$ cat src/rv_consts.svh
`ifndef RV_CONSTS_SVH
`define RV_CONSTS_SVH

`define RV_XLEN       32
`define RV_NREG       32
`define RV_UART_ADDR  32'h20020
`define RV_DMEM_WORDS 256

// major opcodes
`define RV_OP_LUI     7'b0110111
`define RV_OP_AUIPC   7'b0010111
`define RV_OP_JAL     7'b1101111
`define RV_OP_JALR    7'b1100111
`define RV_OP_BRANCH  7'b1100011
`define RV_OP_LOAD    7'b0000011
`define RV_OP_STORE   7'b0100011
`define RV_OP_IMM     7'b0010011
`define RV_OP_REG     7'b0110011

// branch funct3
`define RV_F3_BEQ     3'b000
`define RV_F3_BNE     3'b001
`define RV_F3_BLT     3'b100
`define RV_F3_BGE     3'b101
`define RV_F3_BLTU    3'b110
`define RV_F3_BGEU    3'b111

// load/store funct3
`define RV_F3_B       3'b000
`define RV_F3_H       3'b001
`define RV_F3_W       3'b010
`define RV_F3_BU      3'b100
`define RV_F3_HU      3'b101

// alu funct3
`define RV_F3_ADD     3'b000
`define RV_F3_SLL     3'b001
`define RV_F3_SLT     3'b010
`define RV_F3_SLTU    3'b011
`define RV_F3_XOR     3'b100
`define RV_F3_SR      3'b101
`define RV_F3_OR      3'b110
`define RV_F3_AND     3'b111

`define RV_F7_BASE    7'b0000000
`define RV_F7_ALT     7'b0100000

// access size in rv_mem_req_t
`define RV_SIZE_B     2'd0
`define RV_SIZE_H     2'd1
`define RV_SIZE_W     2'd2

`endif

$ cat src/rv_pkg.sv
`include "rv_consts.svh"

package rv_pkg;

    typedef enum logic [5:0] {
        OP_NOP,
        OP_LUI, OP_AUIPC, OP_JAL, OP_JALR,
        OP_BEQ, OP_BNE, OP_BLT, OP_BGE, OP_BLTU, OP_BGEU,
        OP_LB, OP_LH, OP_LW, OP_LBU, OP_LHU,
        OP_SB, OP_SH, OP_SW,
        OP_ADDI, OP_SLTI, OP_SLTIU, OP_XORI, OP_ORI, OP_ANDI,
        OP_SLLI, OP_SRLI, OP_SRAI,
        OP_ADD, OP_SUB, OP_SLL, OP_SLT, OP_SLTU,
        OP_XOR, OP_SRL, OP_SRA, OP_OR, OP_AND
    } rv_op_e;

    typedef logic [`RV_XLEN-1:0] rv_word_t;
    typedef logic [$clog2(`RV_NREG)-1:0] rv_reg_t;
    typedef logic [7:0] uart_byte_t;

    typedef struct packed {
        rv_op_e   op;
        rv_reg_t  rd;
        rv_reg_t  rs1;
        rv_reg_t  rs2;
        rv_word_t imm;     // sign-extended for its format
        rv_word_t pc;
    } rv_dec_t;

    typedef struct packed {
        rv_word_t   addr;
        rv_word_t   store_data;
        logic       we;
        logic       re;
        logic [1:0] size;
        logic       unsigned_ld;
    } rv_mem_req_t;

    typedef struct packed {
        logic     en;
        rv_reg_t  rd;
        rv_word_t data;
    } rv_wb_t;

endpackage

$ cat src/rv_load_extract.sv
`include "rv_consts.svh"

module rv_load_extract
    import rv_pkg::*;
(
    input  rv_mem_req_t      i_mem,
    input  uart_byte_t [3:0] i_lanes,
    output rv_word_t         o_load
);

    logic [1:0]  ofs;
    rv_word_t    word;
    uart_byte_t  b;
    logic [15:0] h;

    assign ofs  = i_mem.addr[1:0];
    assign word = i_lanes;                          // lane 3 is the top byte
    assign b    = i_lanes[ofs];
    assign h    = ofs[1] ? word[31:16] : word[15:0];

    always_comb begin
        case (i_mem.size)
            `RV_SIZE_B: o_load = i_mem.unsigned_ld ? {24'b0, b} : {{24{b[7]}}, b};
            `RV_SIZE_H: o_load = i_mem.unsigned_ld ? {16'b0, h} : {{16{h[15]}}, h};
            default:    o_load = word;
        endcase
    end

endmodule

$ cat config.mk
export PLATFORM = sky130hd
export DESIGN_NAME = rv_load_extract
export DESIGN_NICKNAME = d
export VERILOG_FILES = /design/src/rv_pkg.sv /design/src/rv_load_extract.sv
export VERILOG_INCLUDE_DIRS = /design/src
export SDC_FILE = /design/constraint.sdc
export NUM_CORES = 1
export LEC_CHECK = 0
export ABC_AREA = 1
export BUFFER_PORTS_ARGS = -buffer_cell sky130_fd_sc_hd__clkbuf_2
export CAP_MARGIN = 40
export CORE_MARGIN = 2
export CORE_UTILIZATION = 31
export DETAILED_ROUTE_END_ITERATION = 8
export PLACE_DENSITY = 0.94
export SETUP_SLACK_MARGIN = 0.02
export SLEW_MARGIN = 20
export SYNTH_ARGS = -nofsm -noshare
export SYNTH_HDL_FRONTEND = slang
export SYNTH_SLANG_ARGS = --single-unit
$ cat constraint.sdc
create_clock -name vclk -period 1.37
set_input_delay 0.274 -clock vclk [all_inputs]
set_output_delay 0.274 -clock vclk [all_outputs]
set_load 0.01 [all_outputs]
## After elaboration in Yosys (flattened, before gate mapping)

Index checks and enable logic that the tools add are counted.

- Bits of input ports: 101
- Register bits after elaboration: 0
- Word-level logic and storage cells: 9

- Eq/ne operators: 1
- Reductions and logical operators: 1
- Mux-type cells: 6
- Magnitude comparators: 1

Operators by type and width:

| operator | count |
|---|---|
| 32-bit 2-to-1 mux | 2 |
| 32-bit case mux with 2 select lines | 1 |
| 8-bit binary-select mux with 2-bit select | 1 |
| 16-bit 2-to-1 mux | 1 |
| 8-bit 2-to-1 mux | 1 |
| 2-bit by 3-bit less-than comparator with 1-bit output, second input constant | 1 |
| 2-bit by 1-bit == test with 1-bit output, second input constant | 1 |
| 2-bit zero test | 1 |

## Depth between registers and ports, before layout

Gate-level depths: netlist of the first run.

- Depth after elaboration: 4
- Mapped depth: 9
- Mapped depth without buffers: 7

## Least setup slack after synthesis of the first run

No wires, ideal clock.

- Kind: input to output
- Start: input port i_mem[38] (netlist name)
- End: output port o_load[12]
- Arrival: 1029 ps
- Data required time: 1096 ps
- Stages: 7
- Buffers on the path: 2
- Setup slack: 67 ps
- Cells stage by stage: buf_6 > inv_8 > buf_8 > nand2_2 > and2_4 > or2_1 > nand3_2

- Longest elaborated chain between the ends: 4
- Elaborated cells between the ends (all ways): 6

RTL lines:

| item | RTL line | source |
|---|---|---|
| start, declared | rv_load_extract.sv:6 | `input rv_mem_req_t i_mem,` |
| 8-bit binary-select mux with 2-bit select | rv_load_extract.sv:18 | `assign b = i_lanes[ofs];` |
| 8-bit 2-to-1 mux (implied by the code) | rv_load_extract.sv:18 |  |
| 32-bit 2-to-1 mux | rv_load_extract.sv:23 | `` `RV_SIZE_B: o_load = i_mem.unsigned_ld ? {24'b0, b} : {{24{b[7]}}, b}; `` |
| 32-bit case mux with 2 select lines * | rv_load_extract.sv:22 | `case (i_mem.size)` |
| end, declared | rv_load_extract.sv:8 | `output rv_word_t o_load` |

Mark *: on every way between the ends. The rest lies on a longest branch, timed or not. The select of a mux whose other input is x is not followed.

## Final worst setup path of the first run

- Start: input port i_mem[38] (netlist name)
- End: output port o_load[14]

The elaborated chain is that of the path after synthesis.

==> metrics.cfg, run 1 <==
[drt]
drt_iter0_drc=74
wl_microns=3350
vias=1307
dr.pass1.iters=4
wl_per_cell_microns=12.7
ant_nets=0
avgViaCountPerCell=4.95
drc=0

[sta]
final.min_clock_period_ps=1490
tightest_slew_ps=308
rsz0062_at_grt=yes
setup_viol=31
period_share_pct=109
timing.hold.ws_ps=855
drv_slew=0
hold_violations=0
max-slew-margin-rel_pct=79.4
clock.fmax_mhz=671
fin_ws_ps=-121

[logic_synthesis]
synth_top_area_cell=nand2_1
yosysWarningCount=0
synth_top_family_by_area=simple AND/OR/NAND/NOR gates
muxShareOfSynthArea_pct=0
netlist_area_sq_um=906
synth_area_per_cell_sq_um=5.88
yosys-top-cells-area=nand2_1 31%, nand3_2 23%, nand2_2 6.2%
synth-simple-area-share_pct=77.6
synth-compound-area-share_pct=7.18
synth_cells=154
synth_xor_area_share_pct=0
synth_nets=255
netlist.area_leader.share_pct=31.1
synth-seq-area-share_pct=0
synthAdderAreaFrac_pct=0
synth_cell_types=23

[flow_run]
maxCapViolCount=0

[placement]
portBuffers=69
dpl.hpwl_microns=2510
dp_cells=260
place_area_sq_um=1330
gp_congestion=0.819

[worst_setup_path]
crit_fanout=7
critical_path_arrival_ps=1220
crit_type=in2out
setup.worst_path.start_class=primary input
worstPathRequired_ps=1100
critPathCaptureType=output pin

[final_layout]
clkbuf_count=0
postLayoutCoreUtil_pct=59.8
layout-area-overhead-vs-synth_pct=82.2
fill_cells=270
fin_nets=336
fin_area_sq_um=1650
flops_and_latches=0
n_antenna_cell=0
fin_cells=264
drive_gt1_share_pct=58.8
layout.area.seq_sq_um=0

[pwr]
power_density_nw_per_um2=369
ir_drop_v=0.000216
p_leak_uw=0.00100

[floorplan]
die_h_microns=58.1
rows=19
start_util_pct=32.8
die_w_microns=58.1
core_area_sq_um=2760
die-area_sq_um=3370
pin_count=133

[worst_hold_path]
hold_start=i_lanes[11]
hold_class=in2out
hold_depth=4
min_to=o_load[11]

[status]
violations=negative setup slack
outcome=complete, but fails checks

[grt]
grt_pass1_vias=1175
grt_pass1_wl_microns=4970
grt_max_degree=24
gr-total-overflow=0
track_usage_pct=18.0
antenna_found_initial=0

[cts]
cts_hold_buf=0

## cells in the mapped netlist (all sizes together)
cell     n
a21oi    1
a22oi    1
and2     7
buf      7
clkbuf   3
inv      6
nand2   85
nand3   27
nor2     3
o211ai   7
or2      7
## what timing repair did
item,in CTS,in global routing
endpoints found under the setup margin,32,31
pin swaps,4,8
cloned,2,1
buffers inserted,0,1
resized for setup,16,68
## placed cells by master (no fill, tap or decap), drive strengths merged
master / n
a21oi: 1
a22oi: 1
and2: 7
buf: 48
clkbuf: 40
clkinv: 1
inv: 6
nand2: 85
nand3: 27
nor2: 3
o211ai: 7
or2: 7
## metal layers
metal  routed length, microns  GRT usage, %
met5                        0             0
met4                       61         0.664
met3                      248          1.12
met2                     1760          33.9
met1                     1280          23.4
## metrics by stage
step | power [uW] | setup TNS (ps) | worst slack (ps)
2_1_floorplan | 278 | 0 | 67.4
3_3_place_gp | 466 | -6110 | -258
3_5_place_dp | 475 | -6820 | -284
4_1_cts | 503 | -2590 | -116
5_1_grt | 661 | -4470 | -188
6_report | 609 | -2740 | -121
## worst max-delay path, cell delays in order
cell and delay (ps):
clkbuf_16 150, inv_12 80, nand2_4 40, nand2_2 80, nand2_2 60, nand2_2 80, nand2_4 90, clkbuf_16 180
nand3_2 70, buf_6 110
## worst max path at each step
stage,from,endpoint,slack [ps],cells past startpoint
floorplan,i_mem[38],o_load[12],70,7
global route,i_mem[2],o_load[14],-190,10
detailed placement,i_mem[38],o_load[29],-280,10
finish,i_mem[38],o_load[14],-120,10
CTS,i_mem[1],o_load[23],-120,10
global placement,i_mem[38],o_load[28],-260,10
## logic make-up (layout without fill, tap and decap cells)
kind of cell / after synthesis / in the layout
AND/OR/NAND/NOR: 129 / 129
AO/OA/AOI/OAI: 9 / 9
buffers and inverters: 16 / 95
## power by group
group / internal [uW] / switching [uW]
Combinational: 321 / 287
Sequential: 0 / 0
Clock: 0 / 0
## cell type report
type | instances | area [sq um] | share of cell area (%)
tap | 31 | 38.8 | 2.35
inverter | 6 | 55.1 | 3.34
timing repair buffer | 88 | 739 | 44.8
timing repair inverter | 1 | 6.26 | 0.379
multi-input combinational | 138 | 811 | 49.1
(Power assumes the default switching activity.)
==> inputs of run 2 (changes only) <==
--- a/config.mk
+++ b/config.mk
@@ -10,9 +10,9 @@
 export BUFFER_PORTS_ARGS = -buffer_cell sky130_fd_sc_hd__clkbuf_2
 export CAP_MARGIN = 40
 export CORE_MARGIN = 2
-export CORE_UTILIZATION = 31
+export CORE_UTILIZATION = 34
 export DETAILED_ROUTE_END_ITERATION = 8
-export PLACE_DENSITY = 0.94
+export PLACE_DENSITY = 0.95
 export SETUP_SLACK_MARGIN = 0.02
 export SLEW_MARGIN = 20
 export SYNTH_ARGS = -nofsm -noshare
==> constraint.sdc (replaced) <==
create_clock -name vclk -period 1.9
set_input_delay 0.38 -clock vclk [all_inputs]
set_output_delay 0.38 -clock vclk [all_outputs]
set_load 0.01 [all_outputs]
==> run 2 against run 1 <==
Against the previous run:
- the flow now finishes without violations
- hold slack improved by 230 ps
- sequential share of layout area unchanged
- first-iteration DRC count decreased by 28%
- non-clock buffer count decreased by 11
- highest routed layer unchanged
==> metrics.cfg, run 2 (synthesis results as in run 1) <==
[status]
outcome=completed

[cts]
cts_hold_buf=0
cts_resized=1
postCtsSetupBuffers=0

[worst_hold_path]
hold_class=in2out

[placement]
place_area_sq_um=1280
gp_congestion=0.842
dpl.hpwl_microns=2360
portBuffers=69

[final_layout]
layout.area.seq_sq_um=0
layout-area-overhead-vs-synth_pct=41.4
clkbuf_count=0
layout_commonest_cell=nand2_1
fin_area_sq_um=1280
drive_gt1_share_pct=53.8
final_cell_mix=75 x nand2_1, 68 x clkbuf_2, 21 x nand3_2
flops_and_latches=0
fill_cells=281
fin_nets=324
postLayoutCoreUtil_pct=51.3
n_antenna_cell=0

[grt]
track_usage_pct=18.2
grt_max_degree=23
grt_pass1_vias=1035
antenna_found_initial=0
gr-total-overflow=0
grt_pass1_wl_microns=4800

[drt]
avgViaCountPerCell=4.73
wl_per_cell_microns=11.3
wl_microns=2850
drt_iter0_drc=53
ant_nets=0
dr.pass1.iters=4
vias=1187
drc=0

[sta]
max-slew-margin-rel_pct=80.7
final.min_clock_period_ps=1810
tns_ps=0
timing.hold.ws_ps=1080
drv_slew=0
clock.fmax_mhz=553
setup_viol=0
period_share_pct=95.2
tightest_slew_ps=289
rsz0062_at_grt=no
hold_violations=0

[pwr]
ir_drop_v=0.000131
p_leak_uw=0.000852
power_density_nw_per_um2=257
p_total_uw=329

[worst_setup_path]
crit_fanout=16
startpoint=i_mem[38]
crit_type=in2out
worstPathRequired_ps=1520
setup.worst_path.start_class=primary input
endpoint=o_load[30]
critPathCaptureType=output pin
critical_path_arrival_ps=1430

[floorplan]
pin_count=133
die_h_microns=55.6
core_area_sq_um=2500
start_util_pct=36.2
die_w_microns=55.6
rows=18
die-area_sq_um=3090

[flow_run]
maxCapViolCount=0

-- run 2: cell count changes in the layout (fill, tap and decap cells not counted), moves of 2 or more --
cell	before	now
nor2_1	0	2
nand3_1	4	6
inv_2	0	2
clkbuf_16	3	0
buf_4	11	5
clkbuf_2	36	68
nand2_4	3	1
buf_2	8	0
buf_6	26	0
nand2_1	73	75
-- run 2: worst min path at each step --
| stage | start | end | slack [ps] | cells past startpoint |
|---|---|---|---|---|
| finish | i_lanes[17] | o_load[17] | 1080 | 4 |
| detailed placement | i_lanes[17] | o_load[17] | 1080 | 4 |
| global route | i_lanes[19] | o_load[19] | 1110 | 4 |
| CTS | i_lanes[17] | o_load[17] | 1080 | 4 |
| global placement | i_lanes[26] | o_load[26] | 1080 | 4 |
| floorplan | i_lanes[10] | o_load[10] | 890 | 2 |
-- run 2: per-stage QoR --
step	instances	worst slack (ps)
2_1_floorplan	154	385
3_3_place_gp	251	27.0
3_5_place_dp	251	19.4
4_1_cts	251	91.0
5_1_grt	251	21.6
6_report	251	90.7
-- run 2: layout make-up --
class	count	area, sq um	area share (%)
repair buffers	77	445	34.8
multi-input cells	138	768	60.0
inverters	6	30.0	2.34
well taps	30	37.5	2.93
-- run 2: metal layers --
layer	part of all wire, %	GRT usage, %	routed length (microns)
met4	0.53	1.05	15
met3	9.9	3.49	281
met5	0	0	0
met2	46	30.3	1320
met1	43	25.5	1230
-- run 2: power breakdown --
| part | switching (uW) | leakage, uW | internal [uW] |
|---|---|---|---|
| clock | 0 | 0 | 0 |
| sequential | 0 | 0 | 0 |
| combinational | 180 | 0.000852 | 149 |
-- run 2: worst max-delay path, stage by stage --
cell	delay, ps
clkbuf_4	190
inv_8	130
nand2_2	60
nand2_2	80
nand2_2	70
nand2_2	80
nand2_4	70
buf_12	160
nand3_1	70
clkbuf_2	130
==> inputs of run 3 (changes only) <==
==> constraint.sdc (replaced) <==
create_clock -name vclk -period 2.3
set_input_delay 0.46 -clock vclk [all_inputs]
set_output_delay 0.46 -clock vclk [all_outputs]
set_load 0.01 [all_outputs]
==> run 3 against run 2 <==
Against the previous run:
- wire length grew 1.7%
- critical path depth decreased by 3
- setup slack better by 95 ps
- cell area decreased by 4.2%
- count of clock-buffer cells in the layout is the same
- first-iteration DRC count shrank 38%
- hold slack gained 160 ps
- via count shrank 1.7%
- non-clock buffer count down 3
- global-route usage decreased by 0.34 points
- critical endpoint is now o_load[11]
- largest cell class unchanged
==> metrics.cfg, run 3 (synthesis results as in run 1) <==
[final_layout]
clkbuf_count=0
fill_cells=283
final_cell_mix=75 x nand2_1, 69 x clkbuf_2, 21 x nand3_2
layout_commonest_cell=nand2_1
layout.area.seq_sq_um=0
n_antenna_cell=0
fin_area_sq_um=1230
multiInputGateArea_sq_um=777
drive_gt1_share_pct=53.2
flops_and_latches=0
layout-area-overhead-vs-synth_pct=35.5
fin_cells=248
fin_nets=321

[sta]
fin_ws_ps=186
clock.fmax_mhz=473
final.min_clock_period_ps=2110
rsz0062_at_grt=no
setup_viol=0
max-slew-margin-rel_pct=77.7
timing.hold.ws_ps=1240
tns_ps=0
drv_slew=0
hold_violations=0
period_share_pct=91.9
tightest_slew_ps=334

[placement]
place_area_sq_um=1220
gp_congestion=0.806
pre_cts_ws_ps=117
dpl.hpwl_microns=2350
dp_cells=248
portBuffers=69

[drt]
vias=1167
wl_microns=2900
drt_iter0_drc=33
avgViaCountPerCell=4.71
dr.pass1.iters=4
drc=0
wl_per_cell_microns=11.7
ant_nets=0

[cts]
postCtsSetupBuffers=0
cts_hold_buf=0

[worst_setup_path]
crit_fanout=11
setup.worst_path.start_class=primary input
critical_path_arrival_ps=1650
worstPathRequired_ps=1840
critPathCaptureType=output pin
crit_type=in2out

[grt]
grt_pass1_wl_microns=4730
gr-total-overflow=0
antenna_found_initial=0
grt_max_degree=25
track_usage_pct=17.9
grt_pass1_vias=1068

[floorplan]
die-area_sq_um=3090
core_area_sq_um=2500
pin_count=133
die_w_microns=55.6
rows=18
die_h_microns=55.6
start_util_pct=36.2

[pwr]
ir_drop_v=0.000128
p_leak_uw=0.000814
power_density_nw_per_um2=217

[flow_run]
maxCapViolCount=0

[status]
outcome=completed

[worst_hold_path]
hold_class=in2out

==> run 3: cell count changes in the layout (fill, tap and decap cells not counted) <==
cell | previous run | this run
clkbuf_2 | 68 | 69
nand2_4 | 1 | 0
buf_12 | 3 | 0
nand2_8 | 0 | 1
clkbuf_4 | 1 | 0
==> run 3: worst max-delay path, stage by stage <==
cell,delay [ps]
clkbuf_2,290
buf_4,210
nand2_1,50
and2_0,150
or2_2,280
nand3_2,80
clkbuf_2,130
==> run 3: final timing paths <==
kind	endpoint	cells after the start	start
setup / recovery	o_load[11]	7	i_mem[38]
hold / removal	o_load[30]	4	i_lanes[30]
==> run 3: metrics by stage <==
stage	utilization (%)	power, uW
floorplan	-	166
global placement	48.7	260
detailed placement	48.7	265
CTS	48.7	266
global route	49.1	295
finish	49.1	266
==> run 3: final cells by class <==
type,instances,area share [%]
multi-input combinational,138,63.3
timing repair buffer,74,31.2
tap,30,3.06
inverter,6,2.45
==> run 3: where the power goes <==
group          switching (uW)  internal (uW)  leakage (uW)
Clock                       0              0             0
Combinational             150            116      0.000814
Sequential                  0              0             0
Total                     150            116      0.000814
==> run 3: metal layers <==
layer | vias up | routed length, microns | track usage [%] | share of wire [%]
li1 | 624 | - | - | -
met1 | 495 | 1210 | 24.1 | 42
met2 | 48 | 1420 | 30.6 | 49
met3 | 0 | 259 | 4.42 | 8.9
met4 | 0 | 0 | 0 | 0
met5 | - | 0 | 0 | 0
==> run 3: repair_timing <==
action,CTS,global route
endpoints found under the setup margin,0,5
hold endpoints to repair,0,0
resized for setup,0,1
