File: src/rv_consts.svh
`ifndef RV_CONSTS_SVH
`define RV_CONSTS_SVH

`define RV_XLEN       32
`define RV_NREG       32
`define RV_UART_ADDR  32'h20020
`define RV_DMEM_WORDS 256

// major opcodes
`define RV_OP_LUI     7'b0110111
`define RV_OP_AUIPC   7'b0010111
`define RV_OP_JAL     7'b1101111
`define RV_OP_JALR    7'b1100111
`define RV_OP_BRANCH  7'b1100011
`define RV_OP_LOAD    7'b0000011
`define RV_OP_STORE   7'b0100011
`define RV_OP_IMM     7'b0010011
`define RV_OP_REG     7'b0110011

// branch funct3
`define RV_F3_BEQ     3'b000
`define RV_F3_BNE     3'b001
`define RV_F3_BLT     3'b100
`define RV_F3_BGE     3'b101
`define RV_F3_BLTU    3'b110
`define RV_F3_BGEU    3'b111

// load/store funct3
`define RV_F3_B       3'b000
`define RV_F3_H       3'b001
`define RV_F3_W       3'b010
`define RV_F3_BU      3'b100
`define RV_F3_HU      3'b101

// alu funct3
`define RV_F3_ADD     3'b000
`define RV_F3_SLL     3'b001
`define RV_F3_SLT     3'b010
`define RV_F3_SLTU    3'b011
`define RV_F3_XOR     3'b100
`define RV_F3_SR      3'b101
`define RV_F3_OR      3'b110
`define RV_F3_AND     3'b111

`define RV_F7_BASE    7'b0000000
`define RV_F7_ALT     7'b0100000

// access size in rv_mem_req_t
`define RV_SIZE_B     2'd0
`define RV_SIZE_H     2'd1
`define RV_SIZE_W     2'd2

`endif

File: src/rv_pkg.sv
`include "rv_consts.svh"

package rv_pkg;

    typedef enum logic [5:0] {
        OP_NOP,
        OP_LUI, OP_AUIPC, OP_JAL, OP_JALR,
        OP_BEQ, OP_BNE, OP_BLT, OP_BGE, OP_BLTU, OP_BGEU,
        OP_LB, OP_LH, OP_LW, OP_LBU, OP_LHU,
        OP_SB, OP_SH, OP_SW,
        OP_ADDI, OP_SLTI, OP_SLTIU, OP_XORI, OP_ORI, OP_ANDI,
        OP_SLLI, OP_SRLI, OP_SRAI,
        OP_ADD, OP_SUB, OP_SLL, OP_SLT, OP_SLTU,
        OP_XOR, OP_SRL, OP_SRA, OP_OR, OP_AND
    } rv_op_e;

    typedef logic [`RV_XLEN-1:0] rv_word_t;
    typedef logic [$clog2(`RV_NREG)-1:0] rv_reg_t;
    typedef logic [7:0] uart_byte_t;

    typedef struct packed {
        rv_op_e   op;
        rv_reg_t  rd;
        rv_reg_t  rs1;
        rv_reg_t  rs2;
        rv_word_t imm;     // sign-extended for its format
        rv_word_t pc;
    } rv_dec_t;

    typedef struct packed {
        rv_word_t   addr;
        rv_word_t   store_data;
        logic       we;
        logic       re;
        logic [1:0] size;
        logic       unsigned_ld;
    } rv_mem_req_t;

    typedef struct packed {
        logic     en;
        rv_reg_t  rd;
        rv_word_t data;
    } rv_wb_t;

endpackage

File: src/rv_decode.sv
`include "rv_consts.svh"

module rv_decode
    import rv_pkg::*;
(
    input  rv_word_t i_inst,
    output rv_dec_t  o_dec
);

    logic [6:0] opcode;
    logic [2:0] f3;
    logic [6:0] f7;
    rv_word_t   imm_i;
    rv_word_t   imm_s;
    rv_word_t   imm_b;
    rv_word_t   imm_u;
    rv_word_t   imm_j;
    rv_op_e     op;

    assign opcode = i_inst[6:0];
    assign f3     = i_inst[14:12];
    assign f7     = i_inst[31:25];

    assign imm_i = {{20{i_inst[31]}}, i_inst[31:20]};
    assign imm_s = {{20{i_inst[31]}}, i_inst[31:25], i_inst[11:7]};
    assign imm_b = {{19{i_inst[31]}}, i_inst[31], i_inst[7], i_inst[30:25], i_inst[11:8], 1'b0};
    assign imm_u = {i_inst[31:12], 12'b0};
    assign imm_j = {{11{i_inst[31]}}, i_inst[31], i_inst[19:12], i_inst[20], i_inst[30:21], 1'b0};

    always_comb begin
        op = OP_NOP;                                // fence, system, csr fall through
        case (opcode)
            `RV_OP_LUI:   op = OP_LUI;
            `RV_OP_AUIPC: op = OP_AUIPC;
            `RV_OP_JAL:   op = OP_JAL;
            `RV_OP_JALR:  op = (f3 == `RV_F3_ADD) ? OP_JALR : OP_NOP;
            `RV_OP_BRANCH: begin
                case (f3)
                    `RV_F3_BEQ:  op = OP_BEQ;
                    `RV_F3_BNE:  op = OP_BNE;
                    `RV_F3_BLT:  op = OP_BLT;
                    `RV_F3_BGE:  op = OP_BGE;
                    `RV_F3_BLTU: op = OP_BLTU;
                    `RV_F3_BGEU: op = OP_BGEU;
                    default:     op = OP_NOP;
                endcase
            end
            `RV_OP_LOAD: begin
                case (f3)
                    `RV_F3_B:  op = OP_LB;
                    `RV_F3_H:  op = OP_LH;
                    `RV_F3_W:  op = OP_LW;
                    `RV_F3_BU: op = OP_LBU;
                    `RV_F3_HU: op = OP_LHU;
                    default:   op = OP_NOP;
                endcase
            end
            `RV_OP_STORE: begin
                case (f3)
                    `RV_F3_B: op = OP_SB;
                    `RV_F3_H: op = OP_SH;
                    `RV_F3_W: op = OP_SW;
                    default:  op = OP_NOP;
                endcase
            end
            `RV_OP_IMM: begin
                case (f3)
                    `RV_F3_ADD:  op = OP_ADDI;
                    `RV_F3_SLT:  op = OP_SLTI;
                    `RV_F3_SLTU: op = OP_SLTIU;
                    `RV_F3_XOR:  op = OP_XORI;
                    `RV_F3_OR:   op = OP_ORI;
                    `RV_F3_AND:  op = OP_ANDI;
                    `RV_F3_SLL:  op = (f7 == `RV_F7_BASE) ? OP_SLLI : OP_NOP;
                    default:     op = (f7 == `RV_F7_BASE) ? OP_SRLI :
                                      (f7 == `RV_F7_ALT)  ? OP_SRAI : OP_NOP;
                endcase
            end
            `RV_OP_REG: begin
                if (f7 == `RV_F7_BASE) begin
                    case (f3)
                        `RV_F3_ADD:  op = OP_ADD;
                        `RV_F3_SLL:  op = OP_SLL;
                        `RV_F3_SLT:  op = OP_SLT;
                        `RV_F3_SLTU: op = OP_SLTU;
                        `RV_F3_XOR:  op = OP_XOR;
                        `RV_F3_SR:   op = OP_SRL;
                        `RV_F3_OR:   op = OP_OR;
                        default:     op = OP_AND;
                    endcase
                end else if (f7 == `RV_F7_ALT) begin
                    op = (f3 == `RV_F3_ADD) ? OP_SUB :
                         (f3 == `RV_F3_SR)  ? OP_SRA : OP_NOP;
                end
            end
            default: op = OP_NOP;
        endcase
    end

    always_comb begin
        o_dec     = '0;                             // pc filled in by the core
        o_dec.op  = op;
        o_dec.rd  = i_inst[11:7];
        o_dec.rs1 = i_inst[19:15];
        o_dec.rs2 = i_inst[24:20];
        case (opcode)
            `RV_OP_LUI, `RV_OP_AUIPC: o_dec.imm = imm_u;
            `RV_OP_JAL:    o_dec.imm = imm_j;
            `RV_OP_BRANCH: o_dec.imm = imm_b;
            `RV_OP_STORE:  o_dec.imm = imm_s;
            default:       o_dec.imm = imm_i;
        endcase
    end

endmodule

File: config.mk
export PLATFORM = sky130hd
export DESIGN_NAME = rv_decode
export DESIGN_NICKNAME = d
export VERILOG_FILES = /design/src/rv_pkg.sv /design/src/rv_decode.sv
export VERILOG_INCLUDE_DIRS = /design/src
export SDC_FILE = /design/constraint.sdc
export NUM_CORES = 1
export LEC_CHECK = 0
export ABC_AREA = 1
export BUFFER_PORTS_ARGS = -buffer_cell sky130_fd_sc_hd__buf_2
export CAP_MARGIN = 20
export CORE_MARGIN = 1.5
export CORE_UTILIZATION = 27
export DETAILED_ROUTE_END_ITERATION = 6
export SLEW_MARGIN = 20
export SYNTH_ARGS = -nofsm -noshare
export SYNTH_HDL_FRONTEND = slang
export SYNTH_SLANG_ARGS = --single-unit
File: constraint.sdc
create_clock -name vclk -period 1.3
set_clock_uncertainty 0.1 [all_clocks]
set_input_delay 0.065 -clock vclk [all_inputs]
set_output_delay 0.065 -clock vclk [all_outputs]
set_load 0.05 [all_outputs]
* Word-level counts from Yosys, hierarchy flattened
Cells that the tools add are included.
** Cells by class
- Eq/ne operators :: 17
- Reduce and logical (&&, ||, !) cells :: 3
- Mux-type cells :: 15
** Operator list (count)
- case mux 31 bit (4 select lines) :: 1
- case mux 6 bit (9 select lines) :: 1
- case mux 6 bit (7 select lines) :: 1
- case mux 5 bit (7 select lines) :: 1
- equality test 7 x 6 -> 1 bit, second input constant :: 4
- two-way mux 6 bit :: 4
- case mux 4 bit (6 select lines) :: 1
- equality test 7 bit, second input constant :: 3
- case mux 4 bit (5 select lines) :: 1
- two-way mux 5 bit :: 3
- case mux 5 bit (3 select lines) :: 1
- equality test 7 x 5 -> 1 bit, second input constant :: 2
- equality test 3 bit, second input constant :: 4
- equality test 7 x 2 -> 1 bit, second input constant :: 1
- zero test 7 bit :: 1
- equality test 3 x 2 -> 1 bit, second input constant :: 2
- equality test 3 x 1 -> 1 bit, second input constant :: 1
- zero test 3 bit :: 1
- two-way mux 3 bit :: 1
- OR reduction 2 bit :: 1
** Storage, ports and cells
- Word-level logic and storage cells :: 35
- Input port bits :: 32
- Register bits after elaboration :: 0

* Logic depth before layout (Yosys ltp)
Gate-level depths: netlist (run 1).
- Word-level depth :: 6
- Mapped depth :: 10
- Depth with buffers taken out :: 10

* Least setup slack after synthesis (run 1)
No wires, ideal clock.
- Path kind :: input-to-output
- Start :: in i_inst[1]
- End :: out o_dec[46] (netlist bit)
- Slack :: -0.606 ns
- Required time :: 1.135 ns
- Stages :: 6
- Path buffers :: 0
- Arrival :: 1.741 ns
- Cells stage by stage :: nand2_2 > nor2_4 > nand3_4 > nand2_4 > inv_4 > o21ai_0
** RTL lines
- start, declared :: RTL line rv_decode.sv:6 : input rv_word_t i_inst,
- end, declared :: RTL line rv_decode.sv:7 : output rv_dec_t o_dec

==> results.cfg, run 1 <==
[run_status]
status = complete, but fails checks
violations = negative setup slack

[setup_path]
crit_start = i_inst[13]
crit_required_ns = 1.13
cp_max_fo = 4
crit_arrival_ns = 1.16
crit_type = input pin to output pin
crit_path_end_kind = output pin
start_kind = input pin

[floorplan]
ioPinCount = 117
die-area_um2 = 5530
core_area_um2 = 4820
start_util_pct = 28.6
chipWidth_um = 74.4
die_h_um = 74.4
rows = 25

[placed_design]
globalplace.congestion = 0.950
port_buffers = 85
hpwl_mm = 3.60

[cells_and_area]
final_net_count = 392
seq_cells = 0
diodes = 0
areaGrowthSynthToFinish_pct = 81.5
nClkBuffers = 0
drive_gt1_share_pct = 60.9
fin_util_pct = 51.9
seqCellArea_um2 = 0

[route]
drc = 0
wl_per_cell_um = 10.6
firstDrtPassIters = 4
vias = 1832
drt_first_iter_violations = 75
ant_nets = 0
vias_per_cell = 4.31
wl_mm = 4.50

[logic_synthesis]
synth_warnings = 0
synth_area_um2 = 1380
avgSynthCellArea_um2 = 5.57
synth.distinct_cells = 26
synth_seq_area_share_pct = 0
syn_inst = 247

[pwr]
power_density_nw_per_um2 = 446
p_leak_nw = 1.38
ir_worst_vdd_mv = 0.282

[sta]
whs_ns = 0.334
timing.final.ws_setup_ns = -0.0232
hold_viol = 0
finalCriticalPeriod_ns = 1.32
setup_viol = 2
rsz0062_at_grt = yes
fmax_ghz = 0.756
period_share_pct = 102
slew_viol_final = 0

[global_routing]
grt_max_degree = 12
gr-total-overflow = 0
grt_pass1_wl_mm = 6.62
globalRouteTotalUtil_pct = 14.6
antenna_found_initial = 0
grt_pass1_vias = 1587

[min_path]
worstHoldPathCells = 2
worstHoldEndpoint = o_dec[76]
hold_path_class = input pin to output pin
hp-start = i_inst[9]

[clock_tree]
cts_hold_buf = 0

[job]
cap_violations = 0
==> per-stage QoR <==
stage / setup WS (ns) / std cells / area (µm²) / power, mW / setup TNS [ns]
finish: -0.0232 / 425 / 2500 / 1.11 / -0.0301
global route: -0.0997 / 425 / 2500 / 1.17 / -0.752
CTS: -0.0208 / 419 / 2150 / 1.01 / -0.0208
detailed placement: -0.177 / 416 / 1960 / 0.948 / -2.48
global placement: -0.155 / 416 / 1960 / 0.945 / -1.80
floorplan: -0.191 / 278 / 1540 / 0.804 / -0.912
==> cell usage after synthesis (all sizes together) <==
| master | instances | area [µm²] |
|---|---|---|
| a21boi | 1 | 7.51 |
| a21oi | 2 | 10.0 |
| buf | 50 | 370 |
| clkinv | 1 | 3.75 |
| conb | 1 | 3.75 |
| inv | 25 | 101 |
| nand2 | 81 | 357 |
| nand3 | 26 | 160 |
| nand4 | 4 | 25.0 |
| nor2 | 36 | 219 |
| nor3 | 1 | 16.3 |
| o211a | 1 | 10.0 |
| o211ai | 1 | 7.51 |
| o21ai | 17 | 85.1 |
==> worst max-delay path by stage <==
| stage | slack, ns | endpoint |
|---|---|---|
| 3_3_place_gp | -0.16 | o_dec[81] |
| 4_1_cts | -0.02 | o_dec[81] |
| 6_report | -0.02 | o_dec[81] |
| 3_5_place_dp | -0.18 | o_dec[81] |
| 5_1_grt | -0.1 | o_dec[81] |
| 2_1_floorplan | -0.19 | o_dec[44] |
==> per-layer routing <==
| layer | routed length [µm] | global-route usage [%] |
|---|---|---|
| met1 | 1680 | 17.2 |
| met2 | 2460 | 29.0 |
| met3 | 255 | 0.542 |
| met4 | 99 | 3.23 |
| met5 | 0 | 0 |
==> logic make-up (layout without fill, tap and decap cells) <==
| family | count (synthesis) | after routing | share of synthesized area [%] |
|---|---|---|---|
| other | 1 | 32 | 0.272 |
| buffers and inverters | 76 | 155 | 34.5 |
| AND/OR/NAND/NOR | 148 | 149 | 56.5 |
| AO/OA/AOI/OAI | 22 | 22 | 8.73 |
==> layout by cell type, fill, tap and decap left out, drive strengths merged, types with 2 or more instances in the layout <==
master  count
buf       124
nor2       37
nand4       4
o21ai      17
nand2      81
inv        24
clkbuf      5
conb       32
nand3      26
a21oi       2
==> power by group <==
part	total, mW	switching, mW	internal (mW)
Clock	0	0	0
Combinational	1.11	0.795	0.319
Sequential	0	0	0
==> cell type report <==
type | instances | area, µm²
multi-input combinational | 203 | 1250
tap | 67 | 83.8
timing repair buffer | 129 | 1030
inverter | 26 | 126
fill | 493 | 2320
==> critical path, stage by stage <==
cell and delay [ns]:
buf_2 0.11, inv_2 0.06, buf_4 0.14, o21ai_1 0.27, nand3_2 0.11, nand3_2 0.10
nand2_1 0.05, inv_1 0.05, nand2_1 0.06, buf_6 0.15
==> what timing repair did <==
action | 4_1_cts | 5_1_grt
setup buffers | 2 | 6
hold endpoints to repair | 0 | 0
cloned | 1 | 0
pin swaps | 9 | 18
endpoints found under the setup margin | 36 | 37
gates resized for setup | 54 | 101
No activity file was read; power rests on OpenSTA's default activity.
==> run 2, diff against run 1 <==
--- a/config.mk
+++ b/config.mk
@@ -9,7 +9,7 @@
 export ABC_AREA = 1
 export BUFFER_PORTS_ARGS = -buffer_cell sky130_fd_sc_hd__buf_2
 export CAP_MARGIN = 20
-export CORE_MARGIN = 1.5
+export CORE_MARGIN = 1
 export CORE_UTILIZATION = 27
 export DETAILED_ROUTE_END_ITERATION = 6
 export SLEW_MARGIN = 20
==> constraint.sdc (replaced) <==
create_clock -name vclk -period 1.2
set_clock_uncertainty 0.1 [all_clocks]
set_input_delay 0.06 -clock vclk [all_inputs]
set_output_delay 0.06 -clock vclk [all_outputs]
set_load 0.05 [all_outputs]
==> results.cfg, run 2 (synthesis results as in run 1) <==
[run_status]
status = complete, but fails checks
violations = negative setup slack

[route]
drc = 0
vias_per_cell = 4.28
wl_per_cell_um = 10.4
ant_nets = 0
drt_first_iter_violations = 52
firstDrtPassIters = 4
vias = 1825
wl_mm = 4.45

[sta]
rsz0062_at_grt = yes
hold_viol = 0
fmax_ghz = 0.761
finalCriticalPeriod_ns = 1.31
setup_viol = 33
timing.final.ws_setup_ns = -0.113
whs_ns = 0.322
slew_viol_final = 0
tns_ns = -2.01
period_share_pct = 109

[cells_and_area]
diodes = 0
fin_cells = 426
drive_gt1_share_pct = 60.7
mostFrequentLayoutCell = nand2_1
nClkBuffers = 0
areaGrowthSynthToFinish_pct = 85.5
layout_common_cells = 56 x nand2_1, 53 x buf_4, 43 x buf_2
final_net_count = 393
seq_cells = 0
nFillCells = 475
seqCellArea_um2 = 0

[setup_path]
path_cells = buf_2 -> inv_4 -> nor2_4 -> nand3_4 -> nand2_4 -> inv_8 -> nand2_8 -> nand2_4 -> nand2_2 -> nand2_2 -> buf_8
critical_path_buf_inv_count = 4
crit_path_end_kind = output pin
crit_type = input pin to output pin
critical_path.top_delay_family = simple AND/OR/NAND/NOR gates
cp_max_fo = 6
crit_required_ns = 1.04
cp_slowest_cell = nor2_4
crit_arrival_ns = 1.15
cpPeakStageDelay_ns = 0.15
start_kind = input pin

[global_routing]
grt_pass1_wl_mm = 6.31
grt_pass1_vias = 1506
met2_usage_pct = 28.2
grt_max_degree = 9
met1_usage_pct = 17.4
top_usage_layer = met2
gr-total-overflow = 0
globalRouteTotalUtil_pct = 14.4
grt_use_met3_pct = 0.823
antenna_found_initial = 0

[min_path]
hold_path_class = input pin to output pin

[floorplan]
rows = 25
chipWidth_um = 73.4
core_area_um2 = 4820
ioPinCount = 117
start_util_pct = 28.6
die_h_um = 73.4
die-area_um2 = 5390

[pwr]
power_mw = 1.23
ir_worst_vdd_mv = 0.279
p_leak_nw = 1.38
power_density_nw_per_um2 = 483

[placed_design]
globalplace.congestion = 0.898
port_buffers = 85
dp_slack_ns = -0.229
hpwl_mm = 3.65
dp_cells = 421

[job]
cap_violations = 0
## run 2: layout make-up
| type | instances | area, µm² | share of cell area (%) |
|---|---|---|---|
| multi-input combinational | 202 | 1270 | 49.7 |
| inverter | 26 | 126 | 4.95 |
| timing repair buffer | 131 | 1070 | 42.1 |
| tap | 67 | 83.8 | 3.28 |
## run 2: per-layer routing
metal  up-vias  share of wire [%]
met5         -                  0
met4         0                1.0
met3         6                7.4
met2        82                 53
met1       809                 39
li1        928                  -
## run 2: repair_timing
item | CTS | global route
resized for setup | 94 | 40
setup endpoints to repair | 37 | 37
hold buffers | 0 | 0
pin swaps | 17 | 5
setup buffers | 3 | 2
cloned | 0 | 0
## run 2: worst paths after layout
path,from,end,slack [ns],depth (start not counted)
setup / recovery,i_inst[4],o_dec[36],-0.11,11
hold / removal,i_inst[16],o_dec[70],0.32,2
## run 2: through the flow
stage | cell area [µm²] | utilization [%]
after floorplan | 1610 | -
after global placement | 2090 | 43.3
after detailed placement | 2090 | 43.3
after CTS | 2410 | 50.0
after global routing | 2550 | 53.0
final | 2550 | 53.0
## run 2: report_power, final
part,switching (mW),internal (mW)
Sequential,0,0
Combinational,0.866,0.366
Clock,0,0
Total,0.866,0.366
==> run 3, diff against run 2 <==
==> constraint.sdc (replaced) <==
create_clock -name vclk -period 1.6
set_clock_uncertainty 0.1 [all_clocks]
set_input_delay 0.08 -clock vclk [all_inputs]
set_output_delay 0.08 -clock vclk [all_outputs]
set_load 0.05 [all_outputs]
==> results.cfg, run 3 (synthesis results as in run 1) <==
[cells_and_area]
nClkBuffers = 0
multi_input_area_um2 = 1020
diodes = 0
final_net_count = 353
seqCellArea_um2 = 0
fin_cells = 386
drive_gt1_share_pct = 38.9
mostFrequentLayoutCell = buf_2
fin_util_pct = 35.0
nFillCells = 563
seq_cells = 0
layout_common_cells = 83 x buf_2, 72 x nand2_1, 32 x conb_1
areaGrowthSynthToFinish_pct = 22.5

[route]
firstDrtPassIters = 4
wl_per_cell_um = 10.0
drc = 0
drt_first_iter_violations = 55
wl_mm = 3.88
vias = 1675
vias_per_cell = 4.34
ant_nets = 0

[setup_path]
crit_type = input pin to output pin
cp_common_cell = nand2_1
cp_slowest_cell = clkbuf_4
cp_max_fo = 9
start_kind = input pin
cpPeakStageDelay_ns = 0.24
crit_arrival_ns = 1.29
path_cells = buf_2 -> inv_2 -> nand2_4 -> nor2_8 -> inv_6 -> nor2_2 -> nand2_1 -> nand2_1 -> nor2_1 -> nand3_1 -> clkbuf_4
crit_required_ns = 1.42
crit_path_end_kind = output pin

[placed_design]
hpwl_mm = 3.41
port_buffers = 85
dp_cells = 386
globalplace.congestion = 0.809

[clock_tree]
cts_setup_buffers = 0

[floorplan]
chipWidth_um = 73.4
start_util_pct = 28.6
rows = 25
core_area_um2 = 4820
die_h_um = 73.4
ioPinCount = 117
die-area_um2 = 5390

[sta]
period_share_pct = 91.8
slew_viol_final = 0
fmax_ghz = 0.681
finalCriticalPeriod_ns = 1.47
hold_viol = 0
setup_viol = 0

[global_routing]
antenna_found_initial = 0
globalRouteTotalUtil_pct = 13.2
gr-total-overflow = 0
grt_max_degree = 11
grt_pass1_vias = 1307
grt_pass1_wl_mm = 5.78

[pwr]
ir_worst_vdd_mv = 0.130
power_density_nw_per_um2 = 425
p_leak_nw = 1.05

[run_status]
status = completed

[job]
cap_violations = 0

[min_path]
hold_path_class = input pin to output pin
[run 3: cell types whose count changed in the layout (fill, tap and decap cells not counted), moves of 7 or more]
| cell | delta |
|---|---|
| inv_1 | +7 |
| nand2_1 | +16 |
| buf_2 | +40 |
| nor2_4 | -11 |
| nand2_2 | -13 |
| buf_4 | -47 |
| buf_6 | -21 |
| buf_8 | -11 |
| nor2_1 | +16 |
| o21ai_0 | +8 |
[run 3: what timing repair did]
action / in CTS / in global routing
hold buffers: 0 / 0
resized for setup: 0 / 3
setup endpoints to repair: 0 / 4
[run 3: final timing paths]
kind,from,to,depth (start not counted)
max,i_inst[3],o_dec[80],11
min,i_inst[19],o_dec[73],2
[run 3: per-stage QoR]
step                      worst slack, ns  power (mW)  cell area (µm²)  TNS (ns)  hold slack, ns
after floorplan                    -0.183       0.644             1490     -1.28           0.227
after global placement              0.105       0.716             1680         0           0.364
after detailed placement           0.0852       0.715             1680         0           0.364
after CTS                          0.0801       0.716             1680         0           0.365
after global routing              -0.0142       0.759             1690   -0.0232           0.374
final                               0.131       0.716             1690         0           0.365
[run 3: cell type report]
cell class	count	area share, %
multi-input combinational	202	60.6
tap	67	4.97
inverter	26	6.23
timing repair buffer	91	28.2
[run 3: metal layers]
metal / GRT usage [%] / wire length (µm)
met5: 0 / 0
met3: 0 / 331
met2: 25.5 / 1890
met4: 0 / 0
met1: 17.5 / 1660
[run 3: power breakdown]
part           switching (mW)  internal, mW
registers                   0             0
logic                   0.586         0.130
clock network               0             0
[run 3: worst max-delay path, delay by kind of cell]
family	cells	cell delay, ns
and+or+nand+nor	7	0.68
buffers and inverters	4	0.53
